[src/hdl/spi_ctrl_pkg.sv]
/*
  spi control plane definitions
  frame geometry, register address map and reset values shared by the
  receiver, the register bank and the top level
*/

`default_nettype none

package spi_ctrl_pkg;

  //////////////////////////////////////////////////////////////////////////
  // frame geometry

  // one host frame, address byte then data byte
  localparam int frame_bits = 16;

  // address byte width, first on the wire
  localparam int addr_bits = 8;

  // control register width, also the width of the set and clear nibbles
  localparam int ctl_bits = 4;

  //////////////////////////////////////////////////////////////////////////
  // address map

  // register addresses plus the two multi register commands
  typedef enum logic [addr_bits-1:0] {
    // zeroes led and adc only, dac keeps its setup
    addr_powerup    = 8'd6,
    addr_led        = 8'd7,
    // peripheral chip select mask for cs2 traffic
    addr_spi_mux    = 8'd8,
    addr_dac        = 8'd9,
    // zeroes every register
    addr_soft_reset = 8'd11,
    addr_adc        = 8'd14
  } reg_addr_t;

  //////////////////////////////////////////////////////////////////////////
  // reset values

  // dac held in reset until the host releases it
  localparam logic [ctl_bits-1:0] dac_reset_value = 4'b1111;

endpackage

`default_nettype wire

[src/hdl/ctrl_reg_bank.sv]
/*
  control register bank
  four 4 bit registers updated by set/clear/toggle writes, the soft reset
  and power-up commands, and the read-back mux toward the receiver
*/

`default_nettype none

module ctrl_reg_bank
  import spi_ctrl_pkg::*;
(
  input  logic                 clk,
  input  logic                 reset,
  input  logic [addr_bits-1:0] rd_addr,
  input  logic                 rd_addr_valid,
  input  logic [addr_bits-1:0] wr_addr,
  input  logic [addr_bits-1:0] wr_data,
  input  logic                 wr_strobe,
  output logic [ctl_bits-1:0]  rd_data,
  output logic [ctl_bits-1:0]  led,
  output logic [ctl_bits-1:0]  spi_mux,
  output logic [ctl_bits-1:0]  dac_ctl,
  output logic [ctl_bits-1:0]  adc_ctl
);

  ////////////////////////////////////////////////////////////////////////////
  // set/clear/toggle rule

  // overlapping set and clear bits toggle, the rest of the byte is dropped
  function automatic logic [ctl_bits-1:0] update_reg(
    input logic [ctl_bits-1:0] cur,
    input logic [ctl_bits-1:0] set_bits,
    input logic [ctl_bits-1:0] clr_bits
  );
    logic [ctl_bits-1:0] overlap;
    overlap = set_bits & clr_bits;
    if (overlap != '0)
      update_reg = cur ^ overlap;
    else
      update_reg = (cur | set_bits) & ~clr_bits;
  endfunction

  // low nibble sets, high nibble clears
  logic [ctl_bits-1:0] set_bits;
  logic [ctl_bits-1:0] clr_bits;
  reg_addr_t           wr_cmd;
  reg_addr_t           rd_sel;

  assign set_bits = wr_data[ctl_bits-1:0];
  assign clr_bits = wr_data[2*ctl_bits-1:ctl_bits];
  assign wr_cmd   = reg_addr_t'(wr_addr);
  assign rd_sel   = reg_addr_t'(rd_addr);

  ////////////////////////////////////////////////////////////////////////////
  // register update

  always_ff @(posedge clk)
  begin
    if (reset)
    begin
      led     <= '0;
      spi_mux <= '0;
      dac_ctl <= dac_reset_value;
      adc_ctl <= '0;
    end
    else if (wr_strobe)
    begin
      case (wr_cmd)
        addr_led:
          led <= update_reg(led, set_bits, clr_bits);
        addr_spi_mux:
          spi_mux <= update_reg(spi_mux, set_bits, clr_bits);
        addr_dac:
          dac_ctl <= update_reg(dac_ctl, set_bits, clr_bits);
        addr_adc:
          adc_ctl <= update_reg(adc_ctl, set_bits, clr_bits);
        // everything to zero, dac included
        addr_soft_reset:
        begin
          led     <= '0;
          spi_mux <= '0;
          dac_ctl <= '0;
          adc_ctl <= '0;
        end
        // rails coming up, dac was configured before and stays
        addr_powerup:
        begin
          led     <= '0;
          adc_ctl <= '0;
        end
        default:
        begin
          // unknown address, no effect
        end
      endcase
    end
  end

  ////////////////////////////////////////////////////////////////////////////
  // read-back mux

  // sampled once per frame, right after the address byte
  always_ff @(posedge clk)
  begin
    if (rd_addr_valid)
    begin
      case (rd_sel)
        addr_led:     rd_data <= led;
        addr_spi_mux: rd_data <= spi_mux;
        addr_dac:     rd_data <= dac_ctl;
        addr_adc:     rd_data <= adc_ctl;
        default:      rd_data <= '0;
      endcase
    end
  end

endmodule

`default_nettype wire

[src/hdl/periph_spi_route.sv]
/*
  peripheral spi routing
  decodes peripheral chip selects from spi_mux under cs2 and picks
  which miso line goes back to the host
*/

`default_nettype none

module periph_spi_route
  import spi_ctrl_pkg::*;
(
  input  logic                cs2,
  input  logic [ctl_bits-1:0] spi_mux,
  input  logic                bank_dout,
  input  logic [ctl_bits-1:0] periph_miso,
  output logic [ctl_bits-1:0] periph_cs,
  output logic                miso
);

  ////////////////////////////////////////////////////////////////////////////
  // chip select and miso mux

  // purely combinational, follows cs2 with no delay
  always_comb
  begin
    if (cs2)
    begin
      // pass-through idle, every peripheral deselected
      periph_cs = '1;
      // host talks to the register bank
      miso      = bank_dout;
    end
    else
    begin
      // one hot or several, active low selects
      periph_cs = ~spi_mux;
      // any selected peripheral driving high
      miso      = |(spi_mux & periph_miso);
    end
  end

endmodule

`default_nettype wire

[src/hdl/spi_ctrl_top.sv]
/*
  spi control plane top
  frame receiver, control register bank and peripheral routing
*/

`default_nettype none

module spi_ctrl_top
  import spi_ctrl_pkg::*;
(
  input  logic                clk,
  input  logic                reset,
  input  logic                sck,
  input  logic                cs,
  input  logic                cs2,
  input  logic                mosi,
  input  logic [ctl_bits-1:0] periph_miso,
  output logic                miso,
  output logic [ctl_bits-1:0] periph_cs,
  output logic [ctl_bits-1:0] led,
  output logic [ctl_bits-1:0] dac_ctl,
  output logic [ctl_bits-1:0] adc_ctl
);

  ////////////////////////////////////////////////////////////////////////////
  // internal wiring

  // read request and answer
  logic [addr_bits-1:0] rd_addr;
  logic                 rd_addr_valid;
  logic [ctl_bits-1:0]  rd_data;

  // write commit
  logic [addr_bits-1:0] wr_addr;
  logic [addr_bits-1:0] wr_data;
  logic                 wr_strobe;

  // routing
  logic [ctl_bits-1:0]  spi_mux;
  logic                 bank_dout;

  ////////////////////////////////////////////////////////////////////////////
  // blocks

  spi_frame_rx i_spi_frame_rx (
    .clk           (clk),
    .reset         (reset),
    .sck           (sck),
    .cs            (cs),
    .mosi          (mosi),
    .rd_data       (rd_data),
    .rd_addr       (rd_addr),
    .rd_addr_valid (rd_addr_valid),
    .wr_addr       (wr_addr),
    .wr_data       (wr_data),
    .wr_strobe     (wr_strobe),
    .bank_dout     (bank_dout)
  );

  ctrl_reg_bank i_ctrl_reg_bank (
    .clk           (clk),
    .reset         (reset),
    .rd_addr       (rd_addr),
    .rd_addr_valid (rd_addr_valid),
    .wr_addr       (wr_addr),
    .wr_data       (wr_data),
    .wr_strobe     (wr_strobe),
    .rd_data       (rd_data),
    .led           (led),
    .spi_mux       (spi_mux),
    .dac_ctl       (dac_ctl),
    .adc_ctl       (adc_ctl)
  );

  // cs2 traffic bypasses the register bank
  periph_spi_route i_periph_spi_route (
    .cs2         (cs2),
    .spi_mux     (spi_mux),
    .bank_dout   (bank_dout),
    .periph_miso (periph_miso),
    .periph_cs   (periph_cs),
    .miso        (miso)
  );

endmodule

`default_nettype wire

[src/hdl/spi_frame_rx.sv]
/*
  spi frame receiver
  samples sck, cs and mosi in the clk domain, shifts in 16 bit frames,
  serves the read byte back on bank_dout and strobes complete writes
*/

`default_nettype none

module spi_frame_rx
  import spi_ctrl_pkg::*;
(
  input  logic                 clk,
  input  logic                 reset,
  input  logic                 sck,
  input  logic                 cs,
  input  logic                 mosi,
  input  logic [ctl_bits-1:0]  rd_data,
  output logic [addr_bits-1:0] rd_addr,
  output logic                 rd_addr_valid,
  output logic [addr_bits-1:0] wr_addr,
  output logic [addr_bits-1:0] wr_data,
  output logic                 wr_strobe,
  output logic                 bank_dout
);

  ////////////////////////////////////////////////////////////////////////////
  // pin synchronizers

  // two flops per pin, the third sck and cs flop is for edge detection
  logic sck_meta, sck_sync, sck_prev;
  logic cs_meta, cs_sync, cs_prev;
  logic mosi_meta, mosi_sync;

  always_ff @(posedge clk)
  begin
    if (reset)
    begin
      sck_meta <= 1'b0;
      sck_sync <= 1'b0;
      sck_prev <= 1'b0;
      // cs idles high, deasserted
      cs_meta  <= 1'b1;
      cs_sync  <= 1'b1;
      cs_prev  <= 1'b1;
    end
    else
    begin
      sck_meta <= sck;
      sck_sync <= sck_meta;
      sck_prev <= sck_sync;
      cs_meta  <= cs;
      cs_sync  <= cs_meta;
      cs_prev  <= cs_sync;
    end
  end

  // data pin, no reset needed
  always_ff @(posedge clk)
  begin
    mosi_meta <= mosi;
    mosi_sync <= mosi_meta;
  end

  logic sck_rise, sck_fall, cs_fall, cs_rise;

  assign sck_rise = sck_sync & ~sck_prev;
  assign sck_fall = ~sck_sync & sck_prev;
  assign cs_fall  = ~cs_sync & cs_prev;
  assign cs_rise  = cs_sync & ~cs_prev;

  ////////////////////////////////////////////////////////////////////////////
  // input shifter and bit count

  logic [frame_bits-1:0]       shift_in;
  // one spare bit so a 17 bit frame is not mistaken for 16
  logic [$clog2(frame_bits):0] bit_count;
  logic [addr_bits-1:0]        shift_out;
  logic                        load_pending;

  always_ff @(posedge clk)
  begin
    if (reset)
    begin
      bit_count     <= '0;
      rd_addr_valid <= 1'b0;
      load_pending  <= 1'b0;
      wr_strobe     <= 1'b0;
      bank_dout     <= 1'b0;
      shift_out     <= '0;
    end
    else
    begin
      rd_addr_valid <= 1'b0;
      wr_strobe     <= 1'b0;
      // rd_data is registered by the bank one cycle after the address
      load_pending  <= rd_addr_valid;

      // start of frame
      if (cs_fall)
      begin
        bit_count <= '0;
        shift_out <= '0;
        bank_dout <= 1'b0;
      end
      else if (!cs_sync && sck_rise)
      begin
        // saturate, long frames must not wrap back to 16
        if (bit_count != '1)
          bit_count <= bit_count + 1'b1;
        // eighth bit completes the address byte
        if (bit_count == addr_bits - 1)
          rd_addr_valid <= 1'b1;
      end

      // read byte, zero extended, msb first
      if (load_pending)
        shift_out <= {{(addr_bits-ctl_bits){1'b0}}, rd_data};
      else if (!cs_sync && sck_fall)
      begin
        bank_dout <= shift_out[addr_bits-1];
        shift_out <= {shift_out[addr_bits-2:0], 1'b0};
      end

      // idle line low between frames
      if (cs_sync)
        bank_dout <= 1'b0;

      // commit only exact frames
      if (cs_rise && bit_count == frame_bits)
        wr_strobe <= 1'b1;
    end
  end

  // shifter and write payload carry no reset
  always_ff @(posedge clk)
  begin
    if (!cs_sync && sck_rise)
      shift_in <= {shift_in[frame_bits-2:0], mosi_sync};
    if (cs_rise)
    begin
      wr_addr <= shift_in[frame_bits-1:addr_bits];
      wr_data <= shift_in[addr_bits-1:0];
    end
  end

  // address byte sits in the low bits once eight bits are in
  assign rd_addr = shift_in[addr_bits-1:0];

endmodule

`default_nettype wire

[config.mk]
export PLATFORM = sky130hd
export DESIGN_NAME = spi_ctrl_top
export DESIGN_NICKNAME = d
export VERILOG_FILES = /design/src/hdl/spi_ctrl_pkg.sv /design/src/hdl/ctrl_reg_bank.sv /design/src/hdl/periph_spi_route.sv /design/src/hdl/spi_ctrl_top.sv /design/src/hdl/spi_frame_rx.sv
export SDC_FILE = /design/constraint.sdc
export NUM_CORES = 1
export LEC_CHECK = 0
export BUFFER_PORTS_ARGS = -buffer_cell sky130_fd_sc_hd__buf_2
export CORE_AREA = 4 4 68 117
export DETAILED_ROUTE_END_ITERATION = 10
export DIE_AREA = 0 0 72 121
export GPL_ROUTABILITY_DRIVEN = 0
export SLEW_MARGIN = 20
export SYNTH_ARGS = -nofsm -noshare
export SYNTH_HDL_FRONTEND = slang
export SYNTH_SLANG_ARGS = --single-unit
[constraint.sdc]
create_clock -name clk -period 2.6 [get_ports clk]
set_input_delay 0.26 -clock clk [delete_from_list [all_inputs] [get_ports clk]]
set_output_delay 0.26 -clock clk [all_outputs]
set_load 0.1 [all_outputs]
# Word level (Yosys, flattened, before mapping)
# Cells that the tools add are included.
# classes
eq_ne,13
mux,19
reduce_logical,22
n_bitwise,25
addsub,1
# ops
operator,n
$eq A8 B4 Y1 const B,7
$pmux W4 S2,4
$and A4 B4 Y4,6
$eq A8 B3 Y1 const B,3
$mux W4,6
$mux W8,2
$or A4 B4 Y4,4
$pmux W4 S4,1
$xor A4 B4 Y4,4
$reduce_and A2 Y1,5
$reduce_bool A2 Y1,5
$not A4 Y4,2
$reduce_or A2 Y1,4
$mux W1,6
$add A5 B1 Y5 const B,1
$eq A5 B3 Y1 const B,1
$eq A5 B5 Y1 const B,1
$ne A5 B5 Y1 const B,1
$not A1 Y1,5
$and A1 B1 Y1,4
$reduce_bool A4 Y1,1
$reduce_or A4 Y1,1
$logic_and A1 B1 Y1,3
$reduce_bool A3 Y1,1
2 further kinds,2
# word_totals
in_bits,10
wordCells,103
ff_bits,77

# Logic depth before layout (Yosys ltp)
# depth
depth_word,5
mapped_depth,7
ltp_nobuf,7

# Modules after synthesis
# From an unflattened synthesis, not the netlist that was laid out.
# hier_totals
cells_unflattened,287
hier_area_um2,3251.9
# modules_own_cells
module,n_inst,cells_per_inst,area_per_inst_um2,seq_area_each_um2
spi_frame_rx,1,130,1975.6,1461.4
ctrl_reg_bank,1,148,1229.9,440.4
periph_spi_route,1,9,46.3,0.0

# Worst setup path after synthesis
# No wires, ideal clock.
# synth_timing
kind,reg-to-reg
start,reg i_spi_frame_rx.sck_sync
end,"reg i_spi_frame_rx.shift_in[0], enable pin"
synth_period_minus_slack_ps,2096
path_stages_with_launch,2
arrival_time_ps,1680
setup_slack_ps,504
t_required_ps,2185
setup_time_ps,415
cell_sequence,dfxtp_1 > nor3b_1
# synth_between
elab_chain_cells,2
# synth_rtl
element,line,rtl
from (decl),spi_frame_rx.sv:30,"logic sck_meta, sck_sync, sck_prev;"
from (signal assigned),spi_frame_rx.sv:49,sck_sync <= sck_meta;
$and A1 B1 Y1,spi_frame_rx.sv:66,assign sck_rise = sck_sync & ~sck_prev;
$logic_and A1 B1 Y1,spi_frame_rx.sv:137,if (!cs_sync && sck_rise)
to (signal assigned),spi_frame_rx.sv:138,"shift_in <= {shift_in[frame_bits-2:0], mosi_sync};"
to (decl),spi_frame_rx.sv:74,logic [frame_bits-1:0] shift_in;
# No other way between the ends.
# A chain may end at the register's enable or synchronous reset.

# Worst setup path after layout
# layout_timing
start,reg i_spi_frame_rx.bit_count[0]
end,reg i_spi_frame_rx.bit_count[3]
# layout_between
elab_chain_cells,2
word_cells_on_any_way,3
# layout_rtl
element,line,rtl
from (decl),spi_frame_rx.sv:76,logic [$clog2(frame_bits):0] bit_count;
from (signal assigned),spi_frame_rx.sv:109,bit_count <= bit_count + 1'b1;
branches (longest 2 deep; another with $add A5 B1 Y5),-,
# Parallel ways; which one is timed is not known.

==> summary.md <==
| Metric | Value |
|---|---|
| DRT Pass-1 Iters | `4` |
| Layer with the highest usage | `met2` |
| Cells after synthesis | `266` |
| Post-synthesis sequential area ratio | `0.601` |
| Net Sw Frac | `0.189` |
| Buffers on Ports | `26` |
| DR DRC count | `0` |
| Die Wd | `72 um` |
| Clock share of power | `0.493` |
| Root buffer cell | `clkbuf_16` |
| Hold endpoint | `i_spi_frame_rx.mosi_meta$_DFF_P_` |
| Post-cts sizing count | `0` |
| Fillers | `648` |
| Worst setup path startpoint | `i_spi_frame_rx.bit_count[0]$_SDFFE_PP0P_` |
| Cells on worst reg2reg path | `7` |
| Setup_tns | `0 ns` |
| Starting Density | `0.447` |
| Mapped cell area | `3170 um^2` |
| Die area | `8710 um^2` |
| Status | `complete, no violations` |
| Reg2reg start | `i_spi_frame_rx.bit_count[0]$_SDFFE_PP0P_` |
| Final HPWL DP | `4570 um` |
| Clock Latency Late Sink | `0.33 ns` |
| ANT cells | `0` |
| Worst path arrival time | `2.22 ns` |
| Post-synth top area share | `0.342` |
| Ports | `27` |
| P_sw | `495 uW` |
| Final std cells w/o fill | `388` |
| Vias in the first global route | `2179` |
| Drt total wl | `6360 um` |
| Drt wl/cell | `16.4 um` |
| CTS buffer count | `9` |
| Avg Inst Size Synth | `11.9 um^2` |
| Combinational power share | `0.018` |
| Reg area | `1900 um^2` |
| #FFs+latches synth | `77` |
| Highest achievable clock rate | `499 MHz` |
| CTS tree | `done` |
| # hold bufs at CTS | `0` |
| Number of cell rows | `41` |
| Vias | `2159` |
| Tmin final | `2.00 ns` |
| Initial antenna violation count | `0` |
| First-pass GRT wire length | `10500 um` |
| Hold Startpoint | `mosi` |
| Placed Instances | `372` |
| GRT overflow | `0` |
| Largest net degree at the start of global routing | `27` |
| Met2 usage | `0.272` |
| Routing usage on met1 | `0.179` |
| Slew Limit Fails | `0` |
| Internal Power | `2.12 mW` |
| Synth area leader | `edfxtp_1` |
| Leak Pwr | `1.34 nW` |
| Hold WC Path Type | `in2reg` |
| WHS | `0.0289 ns` |
| Crit Path Class | `reg2reg` |
| Area contributors post-synth | `edfxtp_1 34%, dfxtp_1 26%, a221o_1 3.2%` |
| Area grow syn2layout | `17.0%` |
| GRT Util Overall | `0.159` |
| Synthesized net count | `279` |
| Post-route clock period utilization | `0.770` |
| DRT iter0 DRCs | `96` |
| Antenna-violating nets left | `0` |
| RSZ-0062 raised after global routing | `false` |
| Tot Pwr | `2.62 mW` |
| Startpoint class of the critical path | `register` |
| Ys Warns | `0` |
| Chip height | `121 um` |
| Most common cell after layout, fill and taps aside | `dfxtp_1` |
| RR Endpoint | `i_spi_frame_rx.bit_count[3]$_SDFFE_PP0P_` |
| Cell Area, Placed | `3390 um^2` |
| Post-route cell area | `3700 um^2` |
| Clock slew at reported path FFs | `0.06 ns` |
| Clock sink count | `77` |
| Fin. Hold Viols | `0` |
| Grt met3 use | `0.0498` |
| Share of cells above drive strength 1 | `0.185` |
| CORE AREA | `7080 um^2` |
| CP endpoint kind | `register` |
| Ratio of total power to cell area | `706 nW/um^2` |
| Post-CTS Setup Bufs | `0` |
| Worst Skew | `0.00530 ns` |
| Multi-input gate area | `1200 um^2` |
| Routed vias/inst | `5.56` |
| Reg power frac | `0.489` |
| Count of final setup violators | `0` |
| Distinct cells, synth | `42` |
| Internal reg-to-reg setup slack | `0.60 ns` |
| Layout Nets | `310` |
| Worst-Margin Slew | `0.606 ns` |
| H-tree levels | `3` |
| CP max FO | `6` |
| Clock tree buffer depth | `2` |
| Most frequent cells in the layout | `41 x dfxtp_1, 36 x edfxtp_1, 26 x buf_2, 15 x nor2_1, 14 x nor3_1` |
| Critical path required time | `2.82 ns` |
| Maxcap violations | `0` |
| Maximum VDD drop | `0.522 mV` |
| Rel. slew slack | `0.595` |
| Hold Crit Depth | `1` |
[worst max-delay path: stages, from the launching register on]
cell and delay (ns):
dfxtp_1 0.34, ha_1 0.24, and3_1 0.19, ha_1 0.20
nor4b_2 0.53, nand4_1 0.19, xor2_1 0.16, nor2_1 0.05
[flip-flops by register name (all words and copies together), names as in the netlist, 4 cells and up]
| signal | count |
|---|---|
| i_spi_frame_rx.shift_in | 16 |
| i_spi_frame_rx.wr_data | 8 |
| i_spi_frame_rx.shift_out | 8 |
| i_ctrl_reg_bank.dac_ctl | 4 |
| i_spi_frame_rx.wr_addr | 8 |
| i_spi_frame_rx.bit_count | 5 |
| i_ctrl_reg_bank.led | 4 |
| i_ctrl_reg_bank.adc_ctl | 4 |
| i_ctrl_reg_bank.spi_mux | 4 |
| i_ctrl_reg_bank.rd_data | 4 |
[metrics by stage]
step / util / setup slack (ns)
global placement: 0.479 / 0.650
floorplan: - / 0.504
detailed placement: 0.479 / 0.560
CTS: 0.523 / 0.570
global route: 0.523 / 0.385
finish: 0.523 / 0.597
[metal layers]
layer,share of wire,wire (um),vias to the layer above
li1,-,-,1083
met1,0.42,2700,1032
met2,0.52,3310,34
met3,0.035,220,10
met4,0.020,129,0
met5,0,0,-
[cell families (layout without fill, tap and decap cells)]
group,Yosys count,count (layout),synth area share
simple gates,100,100,0.194
xor+xnor,4,4,0.0111
mux,9,9,0.0292
buf+inv,16,52,0.0202
fa+ha+maj,3,3,0.0119
flops,77,77,0.601
compound gates,57,57,0.132
[how the worst max path moves through the flow]
stage	cells after the start	end
floorplan	1	i_spi_frame_rx.shift_in[0]$_DFFE_PP_
global placement	7	i_spi_frame_rx.bit_count[3]$_SDFFE_PP0P_
detailed placement	7	i_spi_frame_rx.bit_count[3]$_SDFFE_PP0P_
CTS	7	i_spi_frame_rx.bit_count[3]$_SDFFE_PP0P_
global route	7	i_spi_frame_rx.bit_count[3]$_SDFFE_PP0P_
finish	7	i_spi_frame_rx.bit_count[3]$_SDFFE_PP0P_
[area by class of cell]
| class | count | area share |
|---|---|---|
| clock buffer | 9 | 0.0608 |
| clock inverter | 7 | 0.0243 |
| inverter | 8 | 0.00811 |
| multi-input combinational | 173 | 0.325 |
| sequential | 77 | 0.513 |
| tap | 86 | 0.0290 |
| timing repair buffer | 28 | 0.0392 |
[cells in the mapped netlist (all sizes together)]
library cell and number:
dfxtp 41, edfxtp 36, nor2 15, nor3 14, a22oi 12, a221o 10, nor2b 10, a21oi 9
nand3 9, inv 8, nand2 8, nand2b 8, a31oi 7, mux2i 7, and4 6, nor4 6
and3 5, a21o 4, and2 4, buf 4, clkbuf 4, nand4 4, o22ai 4, a221oi 3
a41oi 3, ha 3, nor3b 3, o21ai 3, or2 3, a31o 2, mux2 2, or4 2
xnor2 2, xor2 2, and2b 1, and4b 1, nor4b 1
[power by group through the flow]
stage	logic (mW)	clock network (mW)	registers [mW]
after floorplan	0.0320	0	1.30
after global placement	0.0464	0	1.30
after detailed placement	0.0471	0	1.31
after CTS	0.0473	1.32	1.28
after global routing	0.0522	1.37	1.28
final	0.0468	1.29	1.28
Note: power is estimated with default switching activity, not from simulation.
